$ cat src/common/cpu_defs.svh
`ifndef CPU_DEFS_SVH
`define CPU_DEFS_SVH

// first fetch address out of reset
`define CPU_RESET_PC 32'h0000_0000

// architectural register count, register 0 reads as zero
`define CPU_NUM_REGS 32

// pc step between sequential instructions
`define CPU_WORD_BYTES 32'd4

`endif

$ cat src/common/cpu_types_pkg.sv
package cpu_types_pkg;

	// data, address and instruction words
	typedef logic [31:0] word_t;
	typedef logic [4:0] regbits_t;

	// major opcodes, values from the mips encoding
	typedef enum logic [5:0] {
		RTYPE = 6'h00,
		J     = 6'h02,
		JAL   = 6'h03,
		BEQ   = 6'h04,
		BNE   = 6'h05,
		ADDIU = 6'h09,
		ORI   = 6'h0d,
		LUI   = 6'h0f,
		LW    = 6'h23,
		SW    = 6'h2b,
		HALT  = 6'h3f
	} opcode_t;

	// function field of register type instructions
	typedef enum logic [5:0] {
		JR   = 6'h08,
		ADDU = 6'h21,
		SUBU = 6'h23,
		AND  = 6'h24,
		OR   = 6'h25,
		SLT  = 6'h2a
	} funct_t;

	typedef enum logic [2:0] {ALU_ADD, ALU_SUB, ALU_AND, ALU_OR, ALU_SLT} aluop_t;

	typedef enum logic [1:0] {
		SEL_LOAD_NXT_INSTR,
		SEL_LOAD_BR_ADDR,
		SEL_LOAD_JMP_ADDR,
		SEL_LOAD_JR_ADDR
	} pcsel_t;

	// alu operand source
	typedef enum logic [1:0] {FWD_RF, FWD_EX_MEM, FWD_MEM_WB} fwdsel_t;

	typedef struct packed {
		word_t instr;
		word_t npc;
	} if_id_t;

	// an all zero payload is a bubble: no write, no memory request
	typedef struct packed {
		opcode_t opcode;
		aluop_t aluop;
		logic alu_src_imm;
		logic reg_wen;
		logic dren;
		logic dwen;
		logic halt;
		regbits_t rs;
		regbits_t rt;
		regbits_t rd;
		word_t rdat1;
		word_t rdat2;
		word_t imm;
		word_t br_addr;
		word_t npc;
	} id_ex_t;

	typedef struct packed {
		opcode_t opcode;
		logic zero;
		word_t result;
		word_t wdata;
		word_t br_addr;
		logic dren;
		logic dwen;
		regbits_t rd;
		logic reg_wen;
		logic halt;
	} ex_mem_t;

	typedef struct packed {
		word_t wb_val;
		regbits_t rd;
		logic reg_wen;
		logic halt;
	} mem_wb_t;

endpackage

$ cat src/rtl/pipe_reg.sv
`timescale 1ns/1ns

module pipe_reg #(
	parameter type payload_t = logic
) (
	input logic CLK,
	input logic rst,
	input logic en,
	input logic flush,
	input payload_t d,
	output payload_t q
);

	// flush only acts on a moving stage, a stalled one keeps its contents
	always_ff @(posedge CLK) begin
		if (rst) begin
			q <= '0;
		end else if (en) begin
			if (flush)
				q <= '0;
			else
				q <= d;
		end
	end

endmodule

$ cat src/datapath/register_file.sv
`timescale 1ns/1ns
`include "cpu_defs.svh"

module register_file (
	input logic CLK,
	input logic rst,
	input logic wen,
	input cpu_types_pkg::regbits_t wsel,
	input cpu_types_pkg::regbits_t rsel1,
	input cpu_types_pkg::regbits_t rsel2,
	input cpu_types_pkg::word_t wdat,
	output cpu_types_pkg::word_t rdat1,
	output cpu_types_pkg::word_t rdat2
);
	import cpu_types_pkg::*;

	word_t regs [`CPU_NUM_REGS];

	always_ff @(posedge CLK) begin
		if (rst) begin
			for (int i = 0; i < `CPU_NUM_REGS; i++)
				regs[i] <= '0;
		end else if (wen && wsel != '0) begin
			regs[wsel] <= wdat;
		end
	end

	// register 0 is hardwired
	// a same cycle write shows through to decode
	assign rdat1 = (rsel1 == '0) ? '0 : (wen && wsel == rsel1) ? wdat : regs[rsel1];
	assign rdat2 = (rsel2 == '0) ? '0 : (wen && wsel == rsel2) ? wdat : regs[rsel2];

endmodule

$ cat src/datapath/forwarding_unit.sv
`timescale 1ns/1ns

module forwarding_unit (
	input cpu_types_pkg::regbits_t rs_ID_EX,
	input cpu_types_pkg::regbits_t rt_ID_EX,
	input cpu_types_pkg::regbits_t rd_EX_MEM,
	input cpu_types_pkg::regbits_t rd_MEM_WB,
	input logic wen_EX_MEM,
	input logic wen_MEM_WB,
	output cpu_types_pkg::fwdsel_t fwd_a,
	output cpu_types_pkg::fwdsel_t fwd_b
);
	import cpu_types_pkg::*;

	// ex/mem holds the younger producer so it is checked first
	function automatic fwdsel_t pick_src(regbits_t src);
		if (src == '0)
			return FWD_RF;
		else if (wen_EX_MEM && rd_EX_MEM == src)
			return FWD_EX_MEM;
		else if (wen_MEM_WB && rd_MEM_WB == src)
			return FWD_MEM_WB;
		else
			return FWD_RF;
	endfunction

	assign fwd_a = pick_src(rs_ID_EX);
	assign fwd_b = pick_src(rt_ID_EX);

endmodule

$ cat src/datapath/datapath.sv
`timescale 1ns/1ns

module datapath (
	input logic CLK,
	input logic rst,
	input cpu_types_pkg::word_t instr,
	input cpu_types_pkg::word_t npc,
	input cpu_types_pkg::word_t load_data,
	input logic enable_IF_ID,
	input logic enable_ID_EX,
	input logic enable_EX_MEM,
	input logic enable_MEM_WB,
	input logic flush_IF_ID,
	input logic flush_ID_EX,
	input logic flush_EX_MEM,
	input logic flush_MEM_WB,
	output cpu_types_pkg::opcode_t opcode_IF_ID,
	output cpu_types_pkg::opcode_t opcode_EX_MEM,
	output cpu_types_pkg::funct_t func_IF_ID,
	output cpu_types_pkg::regbits_t Rs_IF_ID,
	output cpu_types_pkg::regbits_t Rt_IF_ID,
	output cpu_types_pkg::regbits_t Rt_ID_EX,
	output logic dREN_ID_EX,
	output logic zero_EX_MEM,
	output cpu_types_pkg::word_t br_addr,
	output cpu_types_pkg::word_t jmp_addr,
	output cpu_types_pkg::word_t jr_addr,
	output cpu_types_pkg::word_t mem_addr,
	output cpu_types_pkg::word_t mem_wdata,
	output logic mem_ren,
	output logic mem_wen,
	output logic halt
);
	import cpu_types_pkg::*;

	if_id_t if_id_d, if_id_q;
	id_ex_t id_ex_d, id_ex_q;
	ex_mem_t ex_mem_d, ex_mem_q;
	mem_wb_t mem_wb_d, mem_wb_q;
	word_t ir, rdat1, rdat2, imm_sext, op_a, op_b, alu_b, alu_out;
	fwdsel_t fwd_a, fwd_b;
	logic halt_r, mem_block;

	// operand mux behind the forwarding selects
	function automatic word_t fwd_mux(fwdsel_t sel, word_t rf_val);
		case (sel)
			FWD_EX_MEM: return ex_mem_q.result;
			FWD_MEM_WB: return mem_wb_q.wb_val;
			default: return rf_val;
		endcase
	endfunction

	assign if_id_d = '{instr: instr, npc: npc};
	pipe_reg #(.payload_t(if_id_t)) if_id_reg (.CLK, .rst, .en(enable_IF_ID),
		.flush(flush_IF_ID), .d(if_id_d), .q(if_id_q));

	// decode
	assign ir = if_id_q.instr;
	assign opcode_IF_ID = opcode_t'(ir[31:26]);
	assign func_IF_ID = funct_t'(ir[5:0]);
	assign Rs_IF_ID = ir[25:21];
	assign Rt_IF_ID = ir[20:16];
	assign imm_sext = {{16{ir[15]}}, ir[15:0]};
	assign jmp_addr = {if_id_q.npc[31:28], ir[25:0], 2'b00};
	// no forwarding for jr, the program spaces it from the producer
	assign jr_addr = rdat1;

	register_file rf (.CLK, .rst, .wen(mem_wb_q.reg_wen), .wsel(mem_wb_q.rd),
		.rsel1(ir[25:21]), .rsel2(ir[20:16]), .wdat(mem_wb_q.wb_val), .rdat1, .rdat2);

	always_comb begin
		id_ex_d = '0;
		id_ex_d.opcode = opcode_IF_ID;
		id_ex_d.rs = ir[25:21];
		id_ex_d.rt = ir[20:16];
		id_ex_d.rd = ir[20:16];
		id_ex_d.rdat1 = rdat1;
		id_ex_d.rdat2 = rdat2;
		id_ex_d.imm = imm_sext;
		id_ex_d.npc = if_id_q.npc;
		id_ex_d.br_addr = if_id_q.npc + {imm_sext[29:0], 2'b00};
		case (opcode_IF_ID)
			RTYPE: begin
				id_ex_d.rd = ir[15:11];
				id_ex_d.reg_wen = 1'b1;
				case (func_IF_ID)
					ADDU: id_ex_d.aluop = ALU_ADD;
					SUBU: id_ex_d.aluop = ALU_SUB;
					AND: id_ex_d.aluop = ALU_AND;
					OR: id_ex_d.aluop = ALU_OR;
					SLT: id_ex_d.aluop = ALU_SLT;
					// jr and unsupported functs write nothing
					default: id_ex_d.reg_wen = 1'b0;
				endcase
			end
			ADDIU: begin
				id_ex_d.alu_src_imm = 1'b1;
				id_ex_d.reg_wen = 1'b1;
			end
			ORI: begin
				id_ex_d.imm = {16'h0000, ir[15:0]};
				id_ex_d.aluop = ALU_OR;
				id_ex_d.alu_src_imm = 1'b1;
				id_ex_d.reg_wen = 1'b1;
			end
			LUI: begin
				// rs field is zero, so or with the shifted immediate
				id_ex_d.imm = {ir[15:0], 16'h0000};
				id_ex_d.aluop = ALU_OR;
				id_ex_d.alu_src_imm = 1'b1;
				id_ex_d.reg_wen = 1'b1;
			end
			LW: begin
				id_ex_d.alu_src_imm = 1'b1;
				id_ex_d.reg_wen = 1'b1;
				id_ex_d.dren = 1'b1;
			end
			SW: begin
				id_ex_d.alu_src_imm = 1'b1;
				id_ex_d.dwen = 1'b1;
			end
			JAL: begin
				id_ex_d.rd = 5'd31;
				id_ex_d.reg_wen = 1'b1;
			end
			HALT: id_ex_d.halt = 1'b1;
			default: ;
		endcase
	end

	pipe_reg #(.payload_t(id_ex_t)) id_ex_reg (.CLK, .rst, .en(enable_ID_EX),
		.flush(flush_ID_EX), .d(id_ex_d), .q(id_ex_q));

	assign Rt_ID_EX = id_ex_q.rt;
	assign dREN_ID_EX = id_ex_q.dren;

	// execute
	forwarding_unit fwd (.rs_ID_EX(id_ex_q.rs), .rt_ID_EX(id_ex_q.rt),
		.rd_EX_MEM(ex_mem_q.rd), .rd_MEM_WB(mem_wb_q.rd), .wen_EX_MEM(ex_mem_q.reg_wen),
		.wen_MEM_WB(mem_wb_q.reg_wen), .fwd_a, .fwd_b);

	assign op_a = fwd_mux(fwd_a, id_ex_q.rdat1);
	assign op_b = fwd_mux(fwd_b, id_ex_q.rdat2);
	assign alu_b = id_ex_q.alu_src_imm ? id_ex_q.imm : op_b;

	always_comb begin
		case (id_ex_q.aluop)
			ALU_SUB: alu_out = op_a - alu_b;
			ALU_AND: alu_out = op_a & alu_b;
			ALU_OR: alu_out = op_a | alu_b;
			ALU_SLT: alu_out = {31'd0, $signed(op_a) < $signed(alu_b)};
			default: alu_out = op_a + alu_b;
		endcase
	end

	always_comb begin
		ex_mem_d.opcode = id_ex_q.opcode;
		// branch compare on the forwarded register operands
		ex_mem_d.zero = (op_a == op_b);
		// link address takes the alu result slot for jal
		ex_mem_d.result = (id_ex_q.opcode == JAL) ? id_ex_q.npc : alu_out;
		ex_mem_d.wdata = op_b;
		ex_mem_d.br_addr = id_ex_q.br_addr;
		ex_mem_d.dren = id_ex_q.dren;
		ex_mem_d.dwen = id_ex_q.dwen;
		ex_mem_d.rd = id_ex_q.rd;
		ex_mem_d.reg_wen = id_ex_q.reg_wen;
		ex_mem_d.halt = id_ex_q.halt;
	end

	pipe_reg #(.payload_t(ex_mem_t)) ex_mem_reg (.CLK, .rst, .en(enable_EX_MEM),
		.flush(flush_EX_MEM), .d(ex_mem_d), .q(ex_mem_q));

	// memory
	assign opcode_EX_MEM = ex_mem_q.opcode;
	assign zero_EX_MEM = ex_mem_q.zero;
	assign br_addr = ex_mem_q.br_addr;
	assign mem_addr = ex_mem_q.result;
	assign mem_wdata = ex_mem_q.wdata;
	// anything behind a committed halt stays off the data bus
	assign mem_block = mem_wb_q.halt | halt_r;
	assign mem_ren = ex_mem_q.dren & ~mem_block;
	assign mem_wen = ex_mem_q.dwen & ~mem_block;

	assign mem_wb_d = '{wb_val: ex_mem_q.dren ? load_data : ex_mem_q.result,
		rd: ex_mem_q.rd, reg_wen: ex_mem_q.reg_wen, halt: ex_mem_q.halt};

	pipe_reg #(.payload_t(mem_wb_t)) mem_wb_reg (.CLK, .rst, .en(enable_MEM_WB),
		.flush(flush_MEM_WB), .d(mem_wb_d), .q(mem_wb_q));

	// sticky halt once the halt instruction retires
	always_ff @(posedge CLK) begin
		if (rst)
			halt_r <= 1'b0;
		else if (mem_wb_q.halt)
			halt_r <= 1'b1;
	end

	assign halt = halt_r;

endmodule

$ cat src/rtl/fetch_unit.sv
`timescale 1ns/1ns
`include "cpu_defs.svh"

module fetch_unit (
	input logic CLK,
	input logic rst,
	input cpu_types_pkg::pcsel_t pc_src,
	input logic enable_pc,
	input cpu_types_pkg::word_t br_addr,
	input cpu_types_pkg::word_t jmp_addr,
	input cpu_types_pkg::word_t jr_addr,
	input logic halt,
	input cpu_types_pkg::word_t i_dat_rd,
	input logic i_ack,
	output logic i_cyc,
	output logic i_stb,
	output cpu_types_pkg::word_t i_adr,
	output cpu_types_pkg::word_t instr,
	output cpu_types_pkg::word_t npc,
	output logic ihit
);
	import cpu_types_pkg::*;

	word_t pc, pc_next, buf_instr;
	logic buf_valid, busy;

	// one read in flight per pc value
	assign i_cyc = busy;
	assign i_stb = busy;
	assign i_adr = pc;
	assign npc = pc + `CPU_WORD_BYTES;

	// word straight off the bus, or the one held across a stall
	assign ihit = buf_valid | (busy & i_ack);
	assign instr = buf_valid ? buf_instr : i_dat_rd;

	always_comb begin
		case (pc_src)
			SEL_LOAD_BR_ADDR: pc_next = br_addr;
			SEL_LOAD_JMP_ADDR: pc_next = jmp_addr;
			SEL_LOAD_JR_ADDR: pc_next = jr_addr;
			default: pc_next = npc;
		endcase
	end

	always_ff @(posedge CLK) begin
		if (rst) begin
			pc <= `CPU_RESET_PC;
			busy <= 1'b1;
			buf_valid <= 1'b0;
		end else if (enable_pc) begin
			// instruction consumed, go fetch the next one unless halted
			pc <= pc_next;
			buf_valid <= 1'b0;
			busy <= ~halt;
		end else if (busy & i_ack) begin
			// pipeline is stalled, park the word
			busy <= 1'b0;
			buf_valid <= 1'b1;
		end
	end

	always_ff @(posedge CLK) begin
		if (busy & i_ack)
			buf_instr <= i_dat_rd;
	end

endmodule

$ cat src/rtl/hazard_unit.sv
`timescale 1ns/1ns

module hazard_unit (
	input cpu_types_pkg::opcode_t opcode_IF_ID,
	input cpu_types_pkg::opcode_t opcode_EX_MEM,
	input cpu_types_pkg::funct_t func_IF_ID,
	input cpu_types_pkg::regbits_t Rs_IF_ID,
	input cpu_types_pkg::regbits_t Rt_IF_ID,
	input cpu_types_pkg::regbits_t Rt_ID_EX,
	input logic dREN_ID_EX,
	input logic zero_EX_MEM,
	input logic ihit,
	input logic dmem_wait,
	output cpu_types_pkg::pcsel_t PCSrc,
	output logic enable_IF_ID,
	output logic enable_ID_EX,
	output logic enable_EX_MEM,
	output logic enable_MEM_WB,
	output logic flush_IF_ID,
	output logic flush_ID_EX,
	output logic flush_EX_MEM,
	output logic flush_MEM_WB,
	output logic enable_pc
);
	import cpu_types_pkg::*;

	logic control_haz, load_haz, jump_haz, jr_haz, advance;

	// beq equal or bne not equal, resolved in mem
	assign control_haz = ((opcode_EX_MEM == BEQ) & zero_EX_MEM) |
		((opcode_EX_MEM == BNE) & ~zero_EX_MEM);
	// load result wanted by the very next instruction
	assign load_haz = dREN_ID_EX & ((Rt_ID_EX == Rs_IF_ID) | (Rt_ID_EX == Rt_IF_ID));
	assign jump_haz = (opcode_IF_ID == J) | (opcode_IF_ID == JAL);
	assign jr_haz = (opcode_IF_ID == RTYPE) & (func_IF_ID == JR);
	// nothing moves without an instruction or during a data access
	assign advance = ihit & ~dmem_wait;

	always_comb begin
		PCSrc = SEL_LOAD_NXT_INSTR;
		enable_IF_ID = advance;
		enable_ID_EX = advance;
		enable_EX_MEM = advance;
		enable_MEM_WB = advance;
		enable_pc = advance;
		flush_IF_ID = 1'b0;
		flush_ID_EX = 1'b0;
		flush_EX_MEM = 1'b0;
		flush_MEM_WB = 1'b0;
		if (advance) begin
			if (control_haz) begin
				// squash the three younger instructions
				PCSrc = SEL_LOAD_BR_ADDR;
				flush_IF_ID = 1'b1;
				flush_ID_EX = 1'b1;
				flush_EX_MEM = 1'b1;
			end else if (load_haz) begin
				// hold pc and if/id, bubble into ex
				enable_pc = 1'b0;
				enable_IF_ID = 1'b0;
				flush_ID_EX = 1'b1;
			end else if (jump_haz) begin
				PCSrc = SEL_LOAD_JMP_ADDR;
				flush_IF_ID = 1'b1;
			end else if (jr_haz) begin
				// target is the register file value read in decode
				PCSrc = SEL_LOAD_JR_ADDR;
				flush_IF_ID = 1'b1;
			end
		end
	end

endmodule

$ cat src/rtl/memory_port.sv
`timescale 1ns/1ns

module memory_port (
	input logic CLK,
	input logic rst,
	input logic mem_ren,
	input logic mem_wen,
	input cpu_types_pkg::word_t mem_addr,
	input cpu_types_pkg::word_t mem_wdata,
	input cpu_types_pkg::word_t d_dat_rd,
	input logic d_ack,
	output logic d_cyc,
	output logic d_stb,
	output logic d_we,
	output cpu_types_pkg::word_t d_adr,
	output cpu_types_pkg::word_t d_dat_wr,
	output cpu_types_pkg::word_t load_data,
	output logic dmem_wait
);
	import cpu_types_pkg::*;

	word_t adr_r, wdat_r, data_r;
	logic we_r, done, req, served;

	assign req = mem_ren | mem_wen;
	// request already acknowledged while the pipeline was held
	assign served = done & (adr_r == mem_addr) & (we_r == mem_wen) & (wdat_r == mem_wdata);

	assign d_cyc = req & ~served;
	assign d_stb = d_cyc;
	assign d_we = d_cyc & mem_wen;
	assign d_adr = mem_addr;
	assign d_dat_wr = mem_wdata;

	// ack releases the stall in the same cycle
	assign dmem_wait = d_cyc & ~d_ack;
	assign load_data = d_ack ? d_dat_rd : data_r;

	always_ff @(posedge CLK) begin
		if (rst)
			done <= 1'b0;
		else
			done <= (d_cyc & d_ack) | served;
	end

	// copy of the served request and its read data
	always_ff @(posedge CLK) begin
		if (d_cyc & d_ack) begin
			adr_r <= mem_addr;
			we_r <= mem_wen;
			wdat_r <= mem_wdata;
			data_r <= d_dat_rd;
		end
	end

endmodule

$ cat src/rtl/pipeline_core.sv
`timescale 1ns/1ns

module pipeline_core (
	input logic CLK,
	input logic rst,
	output logic i_cyc,
	output logic i_stb,
	output cpu_types_pkg::word_t i_adr,
	input cpu_types_pkg::word_t i_dat_rd,
	input logic i_ack,
	output logic d_cyc,
	output logic d_stb,
	output logic d_we,
	output cpu_types_pkg::word_t d_adr,
	output cpu_types_pkg::word_t d_dat_wr,
	input cpu_types_pkg::word_t d_dat_rd,
	input logic d_ack,
	output logic halt
);
	import cpu_types_pkg::*;

	// fetch to datapath and hazard control
	word_t instr, npc, br_addr, jmp_addr, jr_addr;
	logic ihit, enable_pc;
	pcsel_t PCSrc;

	// stage register control
	logic enable_IF_ID, enable_ID_EX, enable_EX_MEM, enable_MEM_WB;
	logic flush_IF_ID, flush_ID_EX, flush_EX_MEM, flush_MEM_WB;

	// hazard inputs from the stage registers
	opcode_t opcode_IF_ID, opcode_EX_MEM;
	funct_t func_IF_ID;
	regbits_t Rs_IF_ID, Rt_IF_ID, Rt_ID_EX;
	logic dREN_ID_EX, zero_EX_MEM;

	// data memory request and response
	word_t mem_addr, mem_wdata, load_data;
	logic mem_ren, mem_wen, dmem_wait;

	fetch_unit u_fetch (.pc_src(PCSrc), .*);

	datapath u_datapath (.*);

	hazard_unit u_hazard (.*);

	memory_port u_memory_port (.*);

endmodule

$ cat config.mk
export PLATFORM = sky130hd
export DESIGN_NAME = pipeline_core
export DESIGN_NICKNAME = d
export VERILOG_FILES = /design/src/common/cpu_types_pkg.sv /design/src/rtl/pipe_reg.sv /design/src/datapath/register_file.sv /design/src/datapath/forwarding_unit.sv /design/src/datapath/datapath.sv /design/src/rtl/fetch_unit.sv /design/src/rtl/hazard_unit.sv /design/src/rtl/memory_port.sv /design/src/rtl/pipeline_core.sv
export VERILOG_INCLUDE_DIRS = /design/src /design/src/common
export SDC_FILE = /design/constraint.sdc
export NUM_CORES = 2
export LEC_CHECK = 0
export ABC_AREA = 0
export BUFFER_PORTS_ARGS = -buffer_cell sky130_fd_sc_hd__clkbuf_2
export CAP_MARGIN = 30
export CORE_AREA = 2 2 401 403
export CTS_CLUSTER_DIAMETER = 80
export CTS_CLUSTER_SIZE = 28
export DETAILED_ROUTE_END_ITERATION = 12
export DIE_AREA = 0 0 403 405
export MAX_ROUTING_LAYER = met4
export PLACE_DENSITY = 0.75
export SYNTH_ARGS = -nofsm -noshare
export SYNTH_HDL_FRONTEND = slang
export SYNTH_SLANG_ARGS = --single-unit
$ cat constraint.sdc
create_clock -name CLK -period 6.4 [get_ports CLK]
set_input_delay 0.64 -clock CLK [delete_from_list [all_inputs] [get_ports CLK]]
set_output_delay 0.64 -clock CLK [all_outputs]
set_load 0.1 [all_outputs]
After elaboration in Yosys (flattened, before gate mapping). Memory sizes are Yosys's and may differ from the RTL's. A register that Yosys moved wholly into a read port is not among the register bits. Cells that the tools add are included.

Bits in registers: 569. Memories kept: 1. Logic and storage cells: 201. Input port bits: 68. Output and inout port bits: 102. Memory bits (writable): 1024.

Memory list: u_datapath.rf.regs (words 32, bits a word 32, rd ports 2, clocked after Yosys merged registers in 2, write ports 32, RTL line register_file.sv:17) `` word_t regs [`CPU_NUM_REGS]; ``.

Mux-type cells: 64. Bitwise gates (word level): 30. Reductions and logical operators: 20. $add $sub $neg: 4. $lt $le $gt $ge: 1. Eq/ne operators: 40.

Operators with widths (count): two-way mux 32 bit (10); one-hot mux 32 bit (2 select lines) (3); two-way mux 189 bit (1); one-hot mux 32 bit (4 select lines) (1); two-way mux 112 bit (1); == test 32 bit (3); one-hot mux 32 bit (3 select lines) (1); adder 32 bit (2); two-way mux 64 bit (1); == test 6 bit (second input constant) (8); == test 5 bit (8); adder 32 x 3 -> 32 bit (second input constant) (1); bitwise AND 32 bit (1); < comparator 32 bit (1); bitwise OR 32 bit (1); OR reduction 32 bit (1); subtractor 32 bit (1); two-way mux 1 bit (26); two-way mux 5 bit (5); == test 6 x 4 -> 1 bit (second input constant) (4); two-way mux 2 bit (11); zero test 5 bit (4); == test 6 x 2 -> 1 bit (second input constant) (3); bitwise AND 1 bit (15); other kinds (19) (46).

Depth between registers and ports, before layout.
Word-level depth: 15. Mapped depth: 24. Gate-level depth less buffers: 22.

Modules after synthesis. From an unflattened synthesis, not the netlist that was laid out.

Cells, all modules: 7933. Area, all modules: 91004.8 µm².

Modules (own cells, without submodules): register_file (seq. area each 30749.5 µm², cells each 3830, area each 55186.7 µm², instances 1); datapath (seq. area each 20.0 µm², cells each 1495, area each 9505.4 µm², instances 1); pipe_reg (u_datapath.id_ex_reg) (seq. area each 3783.6 µm², cells each 839, area each 7893.8 µm², instances 1); pipe_reg (u_datapath.ex_mem_reg) (seq. area each 2242.2 µm², cells each 497, area each 4687.0 µm², instances 1); memory_port (seq. area each 2932.8 µm², cells each 316, area each 4674.5 µm², instances 1); fetch_unit (seq. area each 1641.6 µm², cells each 427, area each 4265.3 µm², instances 1); pipe_reg (u_datapath.if_id_reg) (seq. area each 1281.2 µm², cells each 283, area each 2623.8 µm², instances 1); pipe_reg (u_datapath.mem_wb_reg) (seq. area each 780.7 µm², cells each 173, area each 1616.6 µm², instances 1); forwarding_unit (seq. area each 0.0 µm², cells each 36, area each 276.5 µm², instances 1); hazard_unit (seq. area each 0.0 µm², cells each 37, area each 275.3 µm², instances 1).

Worst setup path before layout. OpenSTA, ideal clock, no wires.

Path kind: register to register. Start point: register u_datapath.halt_r, in the netlist u_datapath.halt. End point: register u_memory_port.adr_r[0] (enable). Library setup time: 0.554 ns. Arrival time: 5.876 ns. Path slack: -0.030 ns. Clock period less this slack: 6.430 ns. Required time: 5.846 ns. Buffers on the path: 1. Cell stages (with the launch flop): 8. Path through: dfxtp_1 > nor2_1 > and2_1 > xor2_1 > nor3_1 > and3_1 > buf_4 > nor2_1.

Word-level cells in the longest chain between the ends: 9. Elaborated cells between the ends (all ways): 11. Those cells by class: eq/ne: 1; bitwise: 10.

RTL lines: from (decl) (RTL line datapath.sv:42) `logic halt_r, mem_block;`; from (signal assigned) (RTL line datapath.sv:194) `halt_r <= 1'b0;`; from (signal assigned) (RTL line datapath.sv:196) `halt_r <= 1'b1;`; bitwise OR 1 bit (*) (RTL line datapath.sv:181) `assign mem_block = mem_wb_q.halt | halt_r;`; NOT 1 bit (*) (RTL line datapath.sv:183) `assign mem_wen = ex_mem_q.dwen & ~mem_block;`; bitwise AND 1 bit (*) (RTL line datapath.sv:183); via mem_wen (RTL line pipeline_core.sv:39) `logic mem_ren, mem_wen, dmem_wait;`; == test 1 bit (RTL line memory_port.sv:27) `assign served = done & (adr_r == mem_addr) & (we_r == mem_wen) & (wdat_r == mem_wdata);`; bitwise AND 1 bit (2 in series) (RTL line memory_port.sv:27); NOT 1 bit (RTL line memory_port.sv:29) `assign d_cyc = req & ~served;`; bitwise AND 1 bit (*) (RTL line memory_port.sv:29); bitwise AND 1 bit (*) (RTL line memory_port.sv:48) `if (d_cyc & d_ack) begin`; to (signal assigned) (RTL line memory_port.sv:49) `adr_r <= mem_addr;`; to (decl) (RTL line memory_port.sv:22) `word_t adr_r, wdat_r, data_r;`.

Mark *: on every way through the listed nets, which the timed path passes. The rest lies on a longest branch. A chain may end at the register's enable or synchronous reset.

Worst setup path after layout.
Start point: register u_datapath.id_ex_reg.q[166] (netlist bit). End point: register u_datapath.ex_mem_reg.q[97] (netlist bit).

Word-level cells in the longest chain between the ends: 12. Elaborated cells between the ends (all ways): 19. Those cells by class: add/sub: 2; eq/ne: 4; mux: 8; bitwise: 2; reduce/logical: 3.

RTL lines: from (decl) (RTL line pipe_reg.sv:11) `output payload_t q`; from (signal assigned) (RTL line pipe_reg.sv:17) `q <= '0;`; from (signal assigned) (RTL line pipe_reg.sv:20) `q <= '0;`; from (signal assigned) (RTL line pipe_reg.sv:22) `q <= d;`; == test 5 bit (RTL line forwarding_unit.sv:21) `else if (wen_MEM_WB && rd_MEM_WB == src)`; logical AND 1 bit (RTL line forwarding_unit.sv:21); two-way mux 2 bit (RTL line forwarding_unit.sv:21); two-way mux 2 bit (RTL line forwarding_unit.sv:19) `else if (wen_EX_MEM && rd_EX_MEM == src)`; two-way mux 2 bit (*) (RTL line forwarding_unit.sv:17) `if (src == '0)`; == test 2 bit / == test 2 x 1 -> 1 bit (equally long branches) (RTL line datapath.sv:46) `case (sel)`; one-hot mux 32 bit (2 select lines) (*) (RTL line datapath.sv:46); two-way mux 32 bit (*) (RTL line datapath.sv:144) `assign alu_b = id_ex_q.alu_src_imm ? id_ex_q.imm : op_b;`; adder 32 bit, or another cell as far along (RTL line datapath.sv:152) `default: alu_out = op_a + alu_b;`; one-hot mux 32 bit (4 select lines) (*) (RTL line datapath.sv:147) `case (id_ex_q.aluop)`; two-way mux 32 bit (*) (RTL line datapath.sv:161) `ex_mem_d.result = (id_ex_q.opcode == JAL) ? id_ex_q.npc : alu_out;`; two-way mux 112 bit (*) (RTL line pipe_reg.sv:19) `if (flush)`; to (signal assigned) (RTL line pipe_reg.sv:17); to (signal assigned) (RTL line pipe_reg.sv:20); to (signal assigned) (RTL line pipe_reg.sv:22); to (decl) (RTL line pipe_reg.sv:11).

Mark *: on every way between the ends. The rest lies on a longest branch, timed or not.

==> impl_metrics.py <==
metrics = {
    "timing": {
        "fin_ws_ns": 0.290,
        "drv_slew": 0,
        "slew_headroom_pct": 24.3,
        "clock_skew_ns": 0.0687,
        "final.setup.tns_ns": 0,
        "rsz0062_at_grt": "no",
        "tightest_slew_ns": 1.14,
        "clock.fmax_mhz": 164,
        "final-hold-violation-count": 0,
        "finalCritPeriodShare_pct": 95.5,
        "setup_viol": 0,
        "hold_ws_ns": 0.0509,
        "min_period_ns": 6.11,
    },
    "floorplan": {
        "fp.dieW_um": 403,
        "dieArea_um2": 163000,
        "start_util_pct": 54.5,
        "core_um2": 159000,
        "ios": 170,
        "rows": 147,
        "die_height_um": 405,
    },
    "synthesis": {
        "synth_common_cells": "1153 x edfxtp_1, 1007 x and2_1, 640 x mux4_2",
        "syn-cell-area_um2": 86900,
        "synthDistinctLibCells": 104,
        "ys_ff_latch": 1601,
        "synth_area_leaders": "edfxtp_1 40%, mux4_2 17%, dfxtp_1 10%",
        "synth_top_flop_cell": "edfxtp_1",
        "synth_most_common_cell": "edfxtp_1",
        "synth_cells": 7180,
        "ys_warn_count": 0,
        "synth_top_area_share_pct": 39.9,
        "ys_seq_area_share_pct": 50.2,
        "syn_avg_cell_area_um2": 12.1,
        "async_reset_ff_share_pct": 0,
        "synth_top_area_cell": "edfxtp_1",
        "synth_edf_count": 1153,
    },
    "grt": {
        "grtUsageTotal_pct": 41.1,
        "grt_pass1_vias": 62000,
        "grt_first_pass_wirelength_um": 459000,
        "overflow": 0,
        "grt_max_degree": 200,
        "grt_antenna_before_repair": 20,
    },
    "cts": {
        "htreeDepth": 3,
        "clock_latency_ns": 0.79,
        "path_clk_slew_ns": 0.11,
        "root_buffer": "clkbuf_16",
        "cts_buffers": 91,
        "cts_sinks": 1601,
        "ctsResizeCount": 0,
        "post_cts_buffers": 0,
        "cts_tree": "done",
        "cts_buffer_depth": 3,
        "hold_buffers": 0,
    },
    "placed_design": {
        "gp_congestion": 0.989,
        "dp_hpwl_um": 215000,
        "place_ws_ns": 0.378,
        "portBuffers": 169,
        "post_dp_cell_area_um2": 90500,
    },
    "routing": {
        "drc": 0,
        "detail_route.wl_per_cell_um": 35.7,
        "drt-initial-drc-count": 10300,
        "first_pass_iters": 12,
        "routed_via_density": 6.98,
        "ant_nets": 0,
        "routed_wirelength_um": 329000,
        "vias": 64400,
    },
    "layout": {
        "synthToLayoutAreaGrowth_pct": 8.27,
        "final_area_um2": 94100,
        "final_nets": 7246,
        "drive_above_1_share_pct": 20.3,
        "utilization_pct": 59.1,
    },
    "critical_path": {
        "start_kind": "flop",
        "critical_path_class": "flop to flop",
        "reg2reg_slack_ns": 0.29,
        "path_max_fanout": 32,
        "arrival_ns": 6.74,
        "cp.required_ns": 7.03,
        "end_kind": "flop",
    },
    "power": {
        "peakVddDrop_uv": 264,
        "p_leak_nw": 32.9,
        "power_density_nw_per_um2": 264,
    },
    "run": {
        "cap_violations": 0,
    },
    "hold_path": {
        "hold_class": "primary input to flop",
    },
    "outcome": {
        "status": "complete, no violations",
    },
}
## sequential cells by signal, summed over array words and instances (netlist names), 39 cells and up, named ones only
name,count
u_datapath.ex_mem_reg.q,112
u_datapath.id_ex_reg.q,187
u_datapath.if_id_reg.q,64
u_datapath.mem_wb_reg.q,39
u_datapath.rf.regs,1024
## metrics by stage
stage | power [mW] | instances
final | 24.8 | 9221
after global routing | 25.4 | 9215
after CTS | 24.6 | 9191
after detailed placement | 17.7 | 9030
after global placement | 17.7 | 9021
after floorplan | 15.6 | 7211
## report_power, final
group / total, mW / switching [mW] / internal, mW / leakage (nW)
combinational: 5.67 / 3.52 / 2.15 / 15.8
clock: 7.11 / 4.10 / 3.00 / 1.59
sequential: 12.0 / 0.545 / 11.5 / 15.5
total: 24.8 / 8.17 / 16.7 / 32.9
## path summary, 6_finish.rpt
check	depth (start not counted)	endpoint	from
min reg2reg	2	u_datapath.mem_wb_reg.q[0]	u_datapath.ex_mem_reg.q[0]
max	23	u_datapath.ex_mem_reg.q[97]	u_datapath.id_ex_reg.q[166]
max reg2reg	23	u_datapath.ex_mem_reg.q[97]	u_datapath.id_ex_reg.q[166]
min	1	u_fetch.buf_instr[5]	i_dat_rd[5]
## per-layer routing
metal / global-route usage [%] / routed length, um / up-vias
li1: - / - / 26300
met1: 49.8 / 113000 / 32100
met2: 60.5 / 149000 / 4770
met3: 9.70 / 39500 / 1203
met4: 29.7 / 28100 / 0
met5: - / 0 / -
## layout make-up
class / instances / area [um^2]
Fill cell: 12600 / 65200
Sequential cell: 1601 / 43600
Multi-Input combinational cell: 4727 / 40300
Timing Repair Buffer: 505 / 3740
Tap cell: 2086 / 2610
Clock buffer: 96 / 2330
Clock inverter: 65 / 973
Inverter: 119 / 447
Antenna cell: 22 / 55.1
## cell usage in the layout (no fill, tap or decap), drive strengths merged, types with 65 or more instances in the layout
master and n:
inv 153, nand2 452, nor3 96, mux4 640, ha 130, a21oi 465, xor2 80, nor2 395
mux2i 131, xnor2 104, edfxtp 1153, clkbuf 265, buf 336, o211ai 65, dfxtp 448, o21ai 217
a22oi 110, nand3 170, and2 1009
## critical path, cell delays in order (launching register included)
cell	delay, ns
dfxtp_1	0.51
xor2_1	0.11
nor4_1	0.40
and3_1	0.23
nor2b_1	0.38
inv_1	0.09
ha_1	0.23
buf_12	0.18
a22oi_1	0.16
nor2_1	0.06
a21oi_1	0.36
o21ai_0	0.18
ha_1	0.36
buf_4	0.17
nand3_1	0.13
a21oi_1	0.44
o21bai_1	0.15
buf_4	0.16
a21oi_1	0.42
o41ai_4	0.20
buf_4	0.17
a22o_1	0.21
or4_1	0.39
a32o_1	0.26
## cells by family after synthesis
group,after synthesis,share of synthesized area [%]
AOI/OAI and AO/OA,1254,9.38
xor gates and xnor gates,184,1.86
adders and majority gates,136,1.98
buffers and inverters,883,4.22
DFF,1601,50.2
muxes,772,18.1
other,1,0.00432
and+or+nand+nor,2349,14.3
Power figures use the tool's default switching activity.
